**src/rtl/rvv_decode_pkg.sv**
```systemverilog
package rvv_decode_pkg;

  parameter int VLEN            = 128;
  parameter int XLEN            = 32;
  parameter int UOP_INDEX_WIDTH = 3;
  parameter int VSTART_WIDTH    = 7;
  parameter int IMM_WIDTH       = 5;
  parameter int REG_IDX_WIDTH   = 5;

  typedef logic [REG_IDX_WIDTH-1:0]   vreg_idx_t;
  typedef logic [UOP_INDEX_WIDTH-1:0] uop_index_t;
  // group size 0..8, one bit wider than a uop index
  typedef logic [UOP_INDEX_WIDTH:0]   emul_t;
  typedef logic [VSTART_WIDTH-1:0]    vstart_t;
  typedef logic [XLEN-1:0]            xlen_t;
  // encoding with the 5-bit major opcode stripped
  typedef logic [26:0]                inst_bits_t;

  typedef logic [5:0] funct6_t;
  localparam funct6_t F6_VADD     = 6'b000000;
  localparam funct6_t F6_VRSUB    = 6'b000011;
  localparam funct6_t F6_VAND     = 6'b001001;
  localparam funct6_t F6_VOR      = 6'b001010;
  localparam funct6_t F6_VXOR     = 6'b001011;
  localparam funct6_t F6_VSLIDEUP = 6'b001110;
  localparam funct6_t F6_VADC     = 6'b010000;
  localparam funct6_t F6_VMERGE   = 6'b010111;
  localparam funct6_t F6_VMSEQ    = 6'b011000;
  localparam funct6_t F6_VMSNE    = 6'b011001;
  localparam funct6_t F6_VSLL     = 6'b100101;
  localparam funct6_t F6_VMVNRR   = 6'b100111;
  localparam funct6_t F6_VSRL     = 6'b101000;
  localparam funct6_t F6_VSRA     = 6'b101001;
  localparam funct6_t F6_VNSRL    = 6'b101100;
  localparam funct6_t F6_VNSRA    = 6'b101101;

  typedef logic [2:0] funct3_t;
  localparam funct3_t F3_OPIVV = 3'b000;
  localparam funct3_t F3_OPIVI = 3'b011;

  typedef logic [2:0] vsew_t;
  localparam vsew_t SEW8  = 3'b000;
  localparam vsew_t SEW16 = 3'b001;
  localparam vsew_t SEW32 = 3'b010;

  typedef logic [2:0] vlmul_t;
  localparam vlmul_t LMUL_1_4 = 3'b110;
  localparam vlmul_t LMUL_1_2 = 3'b111;
  localparam vlmul_t LMUL1    = 3'b000;
  localparam vlmul_t LMUL2    = 3'b001;
  localparam vlmul_t LMUL4    = 3'b010;
  localparam vlmul_t LMUL8    = 3'b011;

  // ordered so that a larger code is a wider element
  typedef logic [1:0] eew_t;
  localparam eew_t EEW1  = 2'd0;
  localparam eew_t EEW8  = 2'd1;
  localparam eew_t EEW16 = 2'd2;
  localparam eew_t EEW32 = 2'd3;

  typedef logic [2:0] op_group_t;
  localparam op_group_t GRP_NONE    = 3'd0;
  localparam op_group_t GRP_SINGLE  = 3'd1;
  localparam op_group_t GRP_COMPARE = 3'd2;
  localparam op_group_t GRP_NARROW  = 3'd3;
  localparam op_group_t GRP_SLIDE   = 3'd4;
  localparam op_group_t GRP_MOVE    = 3'd5;

  typedef logic [1:0] imm_kind_t;
  localparam imm_kind_t IMM_SIGNED = 2'd0;
  localparam imm_kind_t IMM_SHIFT  = 2'd1;
  localparam imm_kind_t IMM_NSHIFT = 2'd2;
  localparam imm_kind_t IMM_NONE   = 2'd3;

  typedef logic exe_unit_t;
  localparam exe_unit_t ALU    = 1'b0;
  localparam exe_unit_t PMTRDT = 1'b1;

  typedef struct packed {
    inst_bits_t inst;
    vsew_t      vsew;
    vlmul_t     vlmul;
    vstart_t    vstart;
  } inst_in_t;

  typedef struct packed {
    funct6_t    funct6;
    funct3_t    funct3;
    logic       vm;
    vreg_idx_t  vs2;
    vreg_idx_t  vs1_imm;
    vreg_idx_t  vd;
    vsew_t      vsew;
    vlmul_t     vlmul;
    vstart_t    vstart;
    uop_index_t uop_index_remain;
  } inst_fields_t;

  typedef struct packed {
    op_group_t group;
    exe_unit_t exe_unit;
    imm_kind_t imm_kind;
    logic      opcode_ok;
    logic      v0_valid;
    logic      vs3_valid;
    logic      vd_inc;
  } op_info_t;

  typedef struct packed {
    emul_t emul_vd;
    emul_t emul_vs2;
    emul_t emul_max;
    eew_t  eew_vd;
    eew_t  eew_vs2;
    eew_t  eew_vs1;
    eew_t  eew_max;
    logic  encoding_ok;
  } geometry_t;

  typedef struct packed {
    funct3_t    funct3;
    funct6_t    funct6;
    exe_unit_t  exe_unit;
    logic       vm;
    logic       v0_valid;
    vreg_idx_t  vd_index;
    eew_t       vd_eew;
    logic       vd_valid;
    logic       vs3_valid;
    vreg_idx_t  vs1_index;
    eew_t       vs1_eew;
    logic       vs1_valid;
    vreg_idx_t  vs2_index;
    eew_t       vs2_eew;
    logic       vs2_valid;
    xlen_t      imm_data;
    logic       imm_valid;
    vstart_t    vstart;
    uop_index_t uop_index;
    logic       last;
  } uop_t;

endpackage
```
**src/rtl/rvv_decode_top.sv**
```systemverilog
`timescale 1ns/1ps

module rvv_decode_top #(
  parameter int NUM_DE_UOP = 2
) (
  input  logic                                        clk,
  input  logic                                        arst_n,
  input  logic                                        inst_valid,
  input  rvv_decode_pkg::inst_in_t                    inst,
  input  rvv_decode_pkg::uop_index_t                  uop_index_remain,
  output logic                       [NUM_DE_UOP-1:0] uop_valid,
  output rvv_decode_pkg::uop_t       [NUM_DE_UOP-1:0] uop
);
  import rvv_decode_pkg::*;

  logic         fields_valid;
  inst_fields_t fields;
  op_info_t     info;
  geometry_t    geom;

  // stage 1, registered instruction fields
  rvv_inst_capture i_rvv_inst_capture (
    .clk              (clk),
    .arst_n           (arst_n),
    .inst_valid       (inst_valid),
    .inst             (inst),
    .uop_index_remain (uop_index_remain),
    .fields_valid     (fields_valid),
    .fields           (fields)
  );

  rvv_op_classify i_rvv_op_classify (
    .fields (fields),
    .info   (info)
  );

  rvv_operand_geometry i_rvv_operand_geometry (
    .fields (fields),
    .info   (info),
    .geom   (geom)
  );

  // stage 2, registered micro-op vector
  rvv_uop_expand #(
    .NUM_DE_UOP (NUM_DE_UOP)
  ) i_rvv_uop_expand (
    .clk          (clk),
    .arst_n       (arst_n),
    .fields_valid (fields_valid),
    .fields       (fields),
    .info         (info),
    .geom         (geom),
    .uop_valid    (uop_valid),
    .uop          (uop)
  );

endmodule

```
**src/rtl/rvv_uop_expand.sv**
```systemverilog
`timescale 1ns/1ps

module rvv_uop_expand #(
  parameter int NUM_DE_UOP = 2
) (
  input  logic                                        clk,
  input  logic                                        arst_n,
  input  logic                                        fields_valid,
  input  rvv_decode_pkg::inst_fields_t                fields,
  input  rvv_decode_pkg::op_info_t                    info,
  input  rvv_decode_pkg::geometry_t                   geom,
  output logic                       [NUM_DE_UOP-1:0] uop_valid,
  output rvv_decode_pkg::uop_t       [NUM_DE_UOP-1:0] uop
);
  import rvv_decode_pkg::*;

  // log2 of elements per register for each element width
  localparam int SH8  = $clog2(VLEN / 8);
  localparam int SH16 = $clog2(VLEN / 16);
  localparam int SH32 = $clog2(VLEN / 32);

  int                          vsh;
  vstart_t                     uop_vstart;
  vstart_t                     uop_start;
  xlen_t                       imm_data;
  logic      [IMM_WIDTH-1:0]   imm;
  vstart_t                     idx       [NUM_DE_UOP];
  logic      [NUM_DE_UOP-1:0]  valid_d;
  uop_t      [NUM_DE_UOP-1:0]  uop_d;

  assign imm = fields.vs1_imm;

  // first uop touched by vstart
  always_comb begin
    case (geom.eew_max)
      EEW16:   vsh = SH16;
      EEW32:   vsh = SH32;
      default: vsh = SH8;
    endcase
    uop_vstart = vstart_t'(fields.vstart >> vsh);
    uop_start  = (uop_vstart >= vstart_t'(fields.uop_index_remain))
                 ? uop_vstart : vstart_t'(fields.uop_index_remain);
  end

  always_comb begin
    case (info.imm_kind)
      IMM_SIGNED: imm_data = {{(XLEN-IMM_WIDTH){imm[IMM_WIDTH-1]}}, imm};
      IMM_SHIFT: begin
        // shift amount limited to log2(SEW) bits
        case (geom.eew_vs1)
          EEW8:    imm_data = xlen_t'(imm[2:0]);
          EEW16:   imm_data = xlen_t'(imm[3:0]);
          default: imm_data = xlen_t'(imm);
        endcase
      end
      IMM_NSHIFT: imm_data = (geom.eew_vs1 == EEW8) ? xlen_t'(imm[3:0]) : xlen_t'(imm);
      default:    imm_data = (info.group == GRP_SLIDE) ? xlen_t'(imm) : '0;
    endcase
  end

  always_comb begin
    for (int i = 0; i < NUM_DE_UOP; i++) begin
      idx[i]     = uop_start + vstart_t'(i);
      valid_d[i] = fields_valid && geom.encoding_ok && (idx[i] < vstart_t'(geom.emul_max));

      uop_d[i]           = '0;
      uop_d[i].funct6    = fields.funct6;
      uop_d[i].funct3    = fields.funct3;
      uop_d[i].exe_unit  = info.exe_unit;
      uop_d[i].vm        = fields.vm;
      uop_d[i].v0_valid  = info.v0_valid;
      uop_d[i].vd_index  = fields.vd;
      uop_d[i].vd_eew    = geom.eew_vd;
      uop_d[i].vd_valid  = info.group != GRP_NONE;
      uop_d[i].vs3_valid = info.vs3_valid;
      if (info.vd_inc)
        uop_d[i].vd_index = fields.vd + vreg_idx_t'(idx[i][UOP_INDEX_WIDTH-1:0]);

      if (info.group == GRP_MOVE) begin
        // whole-register move becomes nr vmv.v.v uops
        uop_d[i].funct6    = F6_VMERGE;
        uop_d[i].funct3    = F3_OPIVV;
        uop_d[i].vs1_index = fields.vs2 + vreg_idx_t'(idx[i][UOP_INDEX_WIDTH-1:0]);
        uop_d[i].vs1_eew   = geom.eew_vs2;
        uop_d[i].vs1_valid = 1'b1;
      end else begin
        uop_d[i].vs2_index = fields.vs2 + vreg_idx_t'(idx[i][UOP_INDEX_WIDTH-1:0]);
        uop_d[i].vs2_eew   = geom.eew_vs2;
        uop_d[i].vs2_valid = 1'b1;
        uop_d[i].imm_data  = imm_data;
        uop_d[i].imm_valid = 1'b1;
      end

      // start slot carries the original vstart
      if (idx[i] == uop_vstart)
        uop_d[i].vstart = fields.vstart;
      else
        uop_d[i].vstart = vstart_t'(vstart_t'(idx[i][UOP_INDEX_WIDTH-1:0]) << vsh);

      uop_d[i].uop_index = idx[i][UOP_INDEX_WIDTH-1:0];
      uop_d[i].last      = idx[i] == vstart_t'(geom.emul_max - emul_t'(1));
    end
  end

  always_ff @(posedge clk or negedge arst_n) begin
    if (!arst_n) begin
      uop_valid <= '0;
      uop       <= '0;
    end else begin
      uop_valid <= valid_d;
      uop       <= uop_d;
    end
  end

endmodule

```
**src/rtl/rvv_operand_geometry.sv**
```systemverilog
`timescale 1ns/1ps

module rvv_operand_geometry (
  input  rvv_decode_pkg::inst_fields_t fields,
  input  rvv_decode_pkg::op_info_t     info,
  output rvv_decode_pkg::geometry_t    geom
);
  import rvv_decode_pkg::*;

  emul_t lmul_emul;
  emul_t nr_emul;
  eew_t  sew_eew;
  logic  sew_ok;
  logic  frac;

  function automatic logic is_aligned(vreg_idx_t idx, emul_t emul);
    case (emul)
      emul_t'(2): return idx[0] == 1'b0;
      emul_t'(4): return idx[1:0] == 2'b00;
      emul_t'(8): return idx[2:0] == 3'b000;
      default:    return 1'b1;
    endcase
  endfunction

  // register count of vmv<nr>r
  assign nr_emul = emul_t'(fields.vs1_imm[2:0]) + emul_t'(1);
  assign frac    = (fields.vlmul == LMUL_1_4) || (fields.vlmul == LMUL_1_2);

  always_comb begin
    case (fields.vlmul)
      LMUL_1_4, LMUL_1_2, LMUL1: lmul_emul = emul_t'(1);
      LMUL2:                     lmul_emul = emul_t'(2);
      LMUL4:                     lmul_emul = emul_t'(4);
      LMUL8:                     lmul_emul = emul_t'(8);
      default:                   lmul_emul = '0;
    endcase

    sew_ok = 1'b1;
    case (fields.vsew)
      SEW8:    sew_eew = EEW8;
      SEW16:   sew_eew = EEW16;
      SEW32:   sew_eew = EEW32;
      default: begin
        sew_eew = EEW8;
        sew_ok  = 1'b0;
      end
    endcase
  end

  always_comb begin
    geom         = '0;
    geom.eew_vd  = sew_eew;
    geom.eew_vs2 = sew_eew;
    geom.eew_vs1 = sew_eew;

    case (info.group)
      GRP_SINGLE, GRP_SLIDE: begin
        geom.emul_vd  = lmul_emul;
        geom.emul_vs2 = lmul_emul;
      end
      GRP_COMPARE: begin
        geom.emul_vd  = (lmul_emul != '0) ? emul_t'(1) : '0;
        geom.emul_vs2 = lmul_emul;
        geom.eew_vd   = EEW1;
      end
      GRP_NARROW: begin
        // source is 2*SEW, so SEW32 and LMUL8 have no legal form
        geom.eew_vs2 = (sew_eew == EEW8) ? EEW16 : EEW32;
        if ((fields.vsew != SEW32) && (lmul_emul != emul_t'(8))) begin
          geom.emul_vd  = lmul_emul;
          geom.emul_vs2 = frac ? lmul_emul : emul_t'(lmul_emul << 1);
        end
      end
      GRP_MOVE: begin
        geom.emul_vd  = nr_emul;
        geom.emul_vs2 = nr_emul;
      end
      default: begin
        geom.emul_vd  = '0;
        geom.emul_vs2 = '0;
      end
    endcase

    if (!sew_ok) begin
      geom.emul_vd  = '0;
      geom.emul_vs2 = '0;
    end

    geom.emul_max    = (geom.emul_vs2 > geom.emul_vd) ? geom.emul_vs2 : geom.emul_vd;
    geom.eew_max     = (geom.eew_vs2 > geom.eew_vd) ? geom.eew_vs2 : geom.eew_vd;
    geom.encoding_ok = info.opcode_ok &&
                       is_aligned(fields.vd, geom.emul_vd) &&
                       is_aligned(fields.vs2, geom.emul_vs2);
  end

endmodule

```
**src/rtl/rvv_op_classify.sv**
```systemverilog
`timescale 1ns/1ps

module rvv_op_classify (
  input  rvv_decode_pkg::inst_fields_t fields,
  output rvv_decode_pkg::op_info_t     info
);
  import rvv_decode_pkg::*;

  logic known;
  logic legal;
  logic nr_ok;

  // nr field of vmv<nr>r holds nreg-1
  assign nr_ok = (fields.vs1_imm[4:3] == 2'b00) &&
                 ((fields.vs1_imm[2:0] == 3'd0) || (fields.vs1_imm[2:0] == 3'd1) ||
                  (fields.vs1_imm[2:0] == 3'd3) || (fields.vs1_imm[2:0] == 3'd7));

  always_comb begin
    info          = '0;
    info.group    = GRP_NONE;
    info.exe_unit = ALU;
    info.imm_kind = IMM_SIGNED;
    known         = 1'b1;
    legal         = 1'b1;

    case (fields.funct6)
      F6_VADD, F6_VRSUB, F6_VAND, F6_VOR, F6_VXOR: begin
        info.group = GRP_SINGLE;
      end
      F6_VADC: begin
        // carry in always comes from v0
        info.group    = GRP_SINGLE;
        info.v0_valid = 1'b1;
        legal         = !fields.vm;
      end
      F6_VMERGE: begin
        // vm=1 is vmv.v.i, vs2 must be zero
        info.group    = GRP_SINGLE;
        info.v0_valid = !fields.vm;
        legal         = !fields.vm || (fields.vs2 == '0);
      end
      F6_VSLL, F6_VSRL, F6_VSRA: begin
        info.group    = GRP_SINGLE;
        info.imm_kind = IMM_SHIFT;
      end
      F6_VMSEQ, F6_VMSNE: begin
        info.group     = GRP_COMPARE;
        info.vs3_valid = 1'b1;
      end
      F6_VNSRL, F6_VNSRA: begin
        info.group    = GRP_NARROW;
        info.imm_kind = IMM_NSHIFT;
      end
      F6_VSLIDEUP: begin
        info.group    = GRP_SLIDE;
        info.exe_unit = PMTRDT;
        info.imm_kind = IMM_NONE;
      end
      F6_VMVNRR: begin
        info.group    = GRP_MOVE;
        info.imm_kind = IMM_NONE;
        legal         = fields.vm && nr_ok;
      end
      default: begin
        known = 1'b0;
      end
    endcase

    // mask results land in a single register
    info.vd_inc    = known && (info.group != GRP_COMPARE);
    info.opcode_ok = known && legal && (fields.funct3 == F3_OPIVI);
  end

endmodule

```
**src/rtl/rvv_inst_capture.sv**
```systemverilog
`timescale 1ns/1ps

module rvv_inst_capture (
  input  logic                         clk,
  input  logic                         arst_n,
  input  logic                         inst_valid,
  input  rvv_decode_pkg::inst_in_t     inst,
  input  rvv_decode_pkg::uop_index_t   uop_index_remain,
  output logic                         fields_valid,
  output rvv_decode_pkg::inst_fields_t fields
);
  import rvv_decode_pkg::*;

  inst_fields_t fields_d;

  // field positions of the compressed encoding
  always_comb begin
    fields_d.funct6           = inst.inst[26:21];
    fields_d.vm               = inst.inst[20];
    fields_d.vs2              = inst.inst[19:15];
    fields_d.vs1_imm          = inst.inst[14:10];
    fields_d.funct3           = inst.inst[9:7];
    fields_d.vd               = inst.inst[6:2];
    fields_d.vsew             = inst.vsew;
    fields_d.vlmul            = inst.vlmul;
    fields_d.vstart           = inst.vstart;
    fields_d.uop_index_remain = uop_index_remain;
  end

  // loaded every cycle, fields_valid qualifies the contents
  always_ff @(posedge clk or negedge arst_n) begin
    if (!arst_n) begin
      fields_valid <= 1'b0;
      fields       <= '0;
    end else begin
      fields_valid <= inst_valid;
      fields       <= fields_d;
    end
  end

endmodule

```
**config.mk**
```make
export PLATFORM = sky130hd
export DESIGN_NAME = rvv_decode_top
export DESIGN_NICKNAME = d
export VERILOG_FILES = /design/src/rtl/rvv_decode_pkg.sv /design/src/rtl/rvv_decode_top.sv /design/src/rtl/rvv_uop_expand.sv /design/src/rtl/rvv_operand_geometry.sv /design/src/rtl/rvv_op_classify.sv /design/src/rtl/rvv_inst_capture.sv
export SDC_FILE = /design/constraint.sdc
export NUM_CORES = 1
export LEC_CHECK = 0
export ABC_AREA = 1
export BUFFER_PORTS_ARGS = -buffer_cell sky130_fd_sc_hd__buf_2
export CAP_MARGIN = 20
export CORE_MARGIN = 2
export CORE_UTILIZATION = 47
export CTS_CLUSTER_DIAMETER = 120
export CTS_CLUSTER_SIZE = 25
export DETAILED_ROUTE_END_ITERATION = 10
export MAX_ROUTING_LAYER = met4
export PLACE_DENSITY = 0.77
export SLEW_MARGIN = 25
export SYNTH_ARGS = -nofsm -noshare
export SYNTH_HDL_FRONTEND = slang
export SYNTH_HIERARCHICAL = 1
export SYNTH_SLANG_ARGS = --single-unit
```
**constraint.sdc**
```tcl
create_clock -name clk -period 5.5 [get_ports clk]
set_input_delay 1.1 -clock clk [delete_from_list [all_inputs] [get_ports clk]]
set_output_delay 1.1 -clock clk [all_outputs]
set_load 0.02 [all_outputs]
```
* After elaboration in Yosys (flattened, before gate mapping)
Index checks and enable logic that the tools add are counted.
** Cells by class
- $add $sub $neg :: 7
- $lt $le $gt $ge :: 5
- Equality and inequality tests :: 50
- Shifts and indexed selects :: 3
- Muxes and demuxes :: 37
- Bitwise gates (word level) :: 2
- Reductions and logical operators :: 39
** Operators with widths (number)
- $pmux W32 S3 :: 1
- $mux W41 :: 2
- $eq A6 B6 Y1 const B :: 6
- $mux W8 :: 4
- $pmux W8 S4 :: 1
- $eq A7 B7 Y1 :: 4
- $eq A6 B4 Y1 const B :: 4
- $eq A6 B5 Y1 const B :: 4
- $eq A3 B2 Y1 const B :: 7
- $mux W7 :: 3
- $add A5 B3 Y5 :: 4
- $mux W5 :: 4
- $pmux W4 S4 :: 1
- $reduce_or A16 Y1 :: 1
- $eq A3 B3 Y1 const B :: 5
- $logic_not A3 Y1 :: 5
- $pmux W3 S5 :: 1
- $lt A7 B4 Y1 :: 2
- $shl A3 B3 Y7 :: 2
- $eq A3 B1 Y1 const B :: 4
- $logic_and A1 B1 Y1 :: 11
- $pmux W5 S2 :: 1
- $reduce_or A10 Y1 :: 1
- $mux W9 :: 1
- other kinds (33) :: 64
** Word-level totals
- Register bits :: 190
- Bits of input ports :: 46
- Output and inout port bits :: 164

* Depth between registers and ports, before layout
- Depth after elaboration :: 15
- Mapped depth :: 39

* Modules after synthesis
The synthesis kept the hierarchy.
** Modules (own cells, without submodules)
- rvv_uop_expand :: times used 1, cells each 493, area an instance 4652.0 um^2, seq. area each 2052.0 um^2
- rvv_inst_capture :: times used 1, cells each 42, area an instance 1051.0 um^2, seq. area each 1051.0 um^2
- rvv_operand_geometry :: times used 1, cells each 142, area an instance 701.9 um^2, seq. area each 0.0 um^2
- rvv_op_classify :: times used 1, cells each 77, area an instance 379.1 um^2, seq. area each 0.0 um^2

* Least setup slack after synthesis
No wires, ideal clock.
- Path type :: flip-flop to flip-flop
- Start :: register, netlist name i_rvv_inst_capture/fields[37]
- End :: register, netlist name i_rvv_uop_expand/uop[132]
- Arrival time :: 5.111 ns
- Required time :: 5.368 ns
- Path slack :: 0.257 ns
- Cell stages (with the launch flop) :: 38
- Clock period less this slack :: 5.243 ns
- Cell sequence :: dfrtp_1 -> inv_2 -> nor2_4 -> nand3_1 -> nand3_1 -> nor3_1 -> nand3_1 -> nand2_1 -> nor2_2 -> nand2_1 -> nor2_1 -> a21oi_1 -> inv_1 -> ha_1 -> o21ai_0 -> o21ai_0 -> inv_2 -> nand2_4 -> (+2 left out) -> nand3_4 -> ha_1 -> nand2_1 -> nand2_1 -> nor2_8 -> nand3_4 -> nand2_1 -> nand2_2 -> ha_1 -> inv_1 -> nand3_2 -> nand2_2 -> inv_1 -> ha_1 -> nand2_1 -> a21oi_1 -> xor2_1 -> nor2_1

==> qor.csv <==
metric;value;unit
status;complete, no violations;
pre-CTS setup slack;0.0559;ns
Die Y;124;µm
hold path startpoint;i_rvv_inst_capture/fields[4];
Seq/Total Area, Yosys;45.7;%
clock root cell;clkbuf_16;
Final Setup Violations;0;
via count;5451;
TNS Setup;0;ns
Die X;124;µm
maximum clock insertion buffer count;2;
measured slew at the worst slew-check pin;0.717;ns
I/O pin cnt;210;
EDFF count, synth;0;
pwr/cell area;394;mW/mm²
top cells by area, synth;dfrtp_1 (46%), buf_4 (9.2%), nand2_1 (7.0%);
Max Freq;192;MHz
Sw Ratio;33.2;%
Tmin final;5.20;ns
Setup crit start kind;flop;
Reg2Reg Depth;36;
Synth Instances;754;
first-pass GRT wire length;25.0;mm
Buf+Inv Stages, Crit Path;8;
CTS tree;done;
Worst Setup End Kind;flop;
Seq cells post-synth;124;
WHS Endpoint;i_rvv_uop_expand/uop[5];
fill cell total of the finished layout;1172;
vias in the first global route;4948;
post-synth cell types;42;
layout cells sized above 1;40.7;%
critical path type;reg -> reg;
WP data required;5.84;ns
max-cap viol count;0;
slowest CP cell;dfrtp_2;
Clk pwr share;38.8;%
most common cell in the netlist;nand2_1;
Slew HR;52.2;%
Post-Syn Nets;837;
antenna viol nets, final;0;
Reg-to-Reg Start;i_rvv_inst_capture/fields[40];
Post-DP HPWL;12.0;mm
Comb power frac;28.8;%
PortBufs;207;
max incr delay on CP;0.44;ns
TritonCTS Buffers;17;
cell accounting for the most synthesized area;dfrtp_1;
most frequent cell on the critical path;nand3_2;
Max VDD drop;0.210;mV
final setup margin;0.305;ns
Synth Flop Type;dfrtp_1;
final hold vios;0;
Seq pwr share;32.4;%
largest net degree at the start of global routing;80;
Initial Util;48.5;%
flop2flop setup slack;0.30;ns
global route overflow;0;
Finished Layout Cells;1114;
Std-Cell Rows;43;
drt drc;0;
Yosys top cell area share;45.7;%
Overall Global Routing Usage;22.4;%
worst hold path depth;2;
fin nets;1003;
Initial DRC Count;338;
H-Tree Level Count;4;
vias per std cell;4.89;
routed len/inst;14.7;µm
clk_lat worst skew;0.42;ns
Ys Warns;6;
CTS clk-pin slew, worst paths;0.06;ns
Cell Int Power;2.22;mW
area delta synth->final;24.1;%
initial antenna violation count;1;
drt first pass iters;6;
Tot Pwr;3.32;mW
Switch Pwr;1.10;mW
syn avg cell area;9.00;µm²
Leakage Power;4.73;nW
max-slew violation count;0;
routed wire length;16.3;mm
Layout Skew;0.0104;ns
Core Util, Final;60.2;%
worst reg2reg endpoint;i_rvv_uop_expand/uop_valid[1];
CTS sink count;124;
Post-synth top cells;nand2_1 (126), dfrtp_1 (124), inv_1 (95), buf_4 (83), nor2_1 (79);
Core Box Area;0.0140;mm²
CP delay by family, top;simple AND/OR/NAND/NOR gates;
Async SR Flop Fraction;100;%
Synth Cell Area;0.00678;mm²
Routability Congestion;0.939;
Hold WC Path Type;reg -> reg;
WP data arrival;5.54;ns
total die area;0.0154;mm²
fin crit share;94.5;%
placed insts;1077;
worst-path fanout max;5;
## worst reg2reg max path, delay by kind of cell (launching register included)
kind / cells / cell delay (ns)
DFF: 1 / 0.44
buffers and inverters: 8 / 0.81
adders and majority gates: 4 / 1.10
and+or+nand+nor: 18 / 1.83
AOI/OAI and AO/OA: 6 / 0.95
## state kept, by name, summed over array words and instances, names as in the netlist
name / count
i_rvv_inst_capture/fields_valid: 1
i_rvv_inst_capture/fields: 41
i_rvv_uop_expand/uop: 80
i_rvv_uop_expand/uop_valid: 2
## power by group through the flow
| stage | clock, mW | combinational (mW) | sequential (mW) |
|---|---|---|---|
| CTS | 1.32 | 0.931 | 1.08 |
| finish | 1.29 | 0.955 | 1.08 |
| global route | 1.36 | 1.05 | 1.09 |
| detailed placement | 0 | 0.921 | 1.09 |
| floorplan | 0 | 0.505 | 1.20 |
| global placement | 0 | 0.909 | 1.09 |
## logic make-up after synthesis
kind of cell / after synthesis / synth area share (%)
flip-flops: 124 / 45.7
XOR/XNOR: 19 / 2.73
adder cells (fa/ha/maj): 37 / 7.27
AND/OR/NAND/NOR: 319 / 23.6
buffers and inverters: 199 / 15.8
AO/OA/AOI/OAI: 56 / 4.87
## metal layers
metal	routed length [µm]	vias up	share of wire, %	GRT usage [%]
li1	-	2616	-	-
met1	6660	2593	41	27.0
met2	8410	220	51	37.1
met3	954	22	5.8	5.13
met4	321	0	2.0	8.15
met5	0	-	0	-
## cell usage in the layout, fill, tap and decap left out, drive strengths merged, types with 8 or more instances in the layout
master,netlist,routed
buf,85,234
nand2,145,145
dfrtp,124,124
inv,112,117
nor2,94,94
nand3,55,55
ha,33,33
o21ai,25,25
clkbuf,2,17
a21oi,17,17
xor2,16,16
nor3,10,10
nand4,8,8
## repair_timing
| action | 4_1_cts | 5_1_grt |
|---|---|---|
| gates resized for setup | 3 | 36 |
| pin swaps | 1 | 9 |
| gates cloned | 0 | 0 |
| hold buffers | 0 | 0 |
| setup endpoints to repair | 7 | 26 |
| buffers inserted | 0 | 4 |
## how the worst max path moves through the flow
| stage | endpoint | from | depth (start not counted) |
|---|---|---|---|
| final | i_rvv_uop_expand/uop_valid[1] | i_rvv_inst_capture/fields[40] | 36 |
| after global routing | i_rvv_uop_expand/uop_valid[1] | i_rvv_inst_capture/fields[40] | 38 |
| after CTS | i_rvv_uop_expand/uop[140] | i_rvv_inst_capture/fields[40] | 38 |
| after detailed placement | i_rvv_uop_expand/uop[140] | i_rvv_inst_capture/fields[37] | 39 |
| after global placement | i_rvv_uop_expand/uop[140] | i_rvv_inst_capture/fields[37] | 39 |
| after floorplan | i_rvv_uop_expand/uop[132] | i_rvv_inst_capture/fields[37] | 37 |
## area by class of cell
type	count	area [µm²]	share of cell area, %
Antenna cell	1	2.50	0.0297
Clock buffer	17	425	5.05
Clock inverter	15	259	3.08
Inverter	112	423	5.02
Multi-Input combinational cell	431	2730	32.4
Sequential cell	124	3110	37.0
Tap cell	180	225	2.68
Timing Repair Buffer	234	1240	14.8
## per-stage QoR
stage	area (µm²)	hold slack, ns
floorplan	6780	0.395
global placement	7580	0.472
detailed placement	7580	0.476
CTS	8270	0.489
global route	8420	0.505
finish	8420	0.494
No activity file was read; power rests on OpenSTA's default activity.
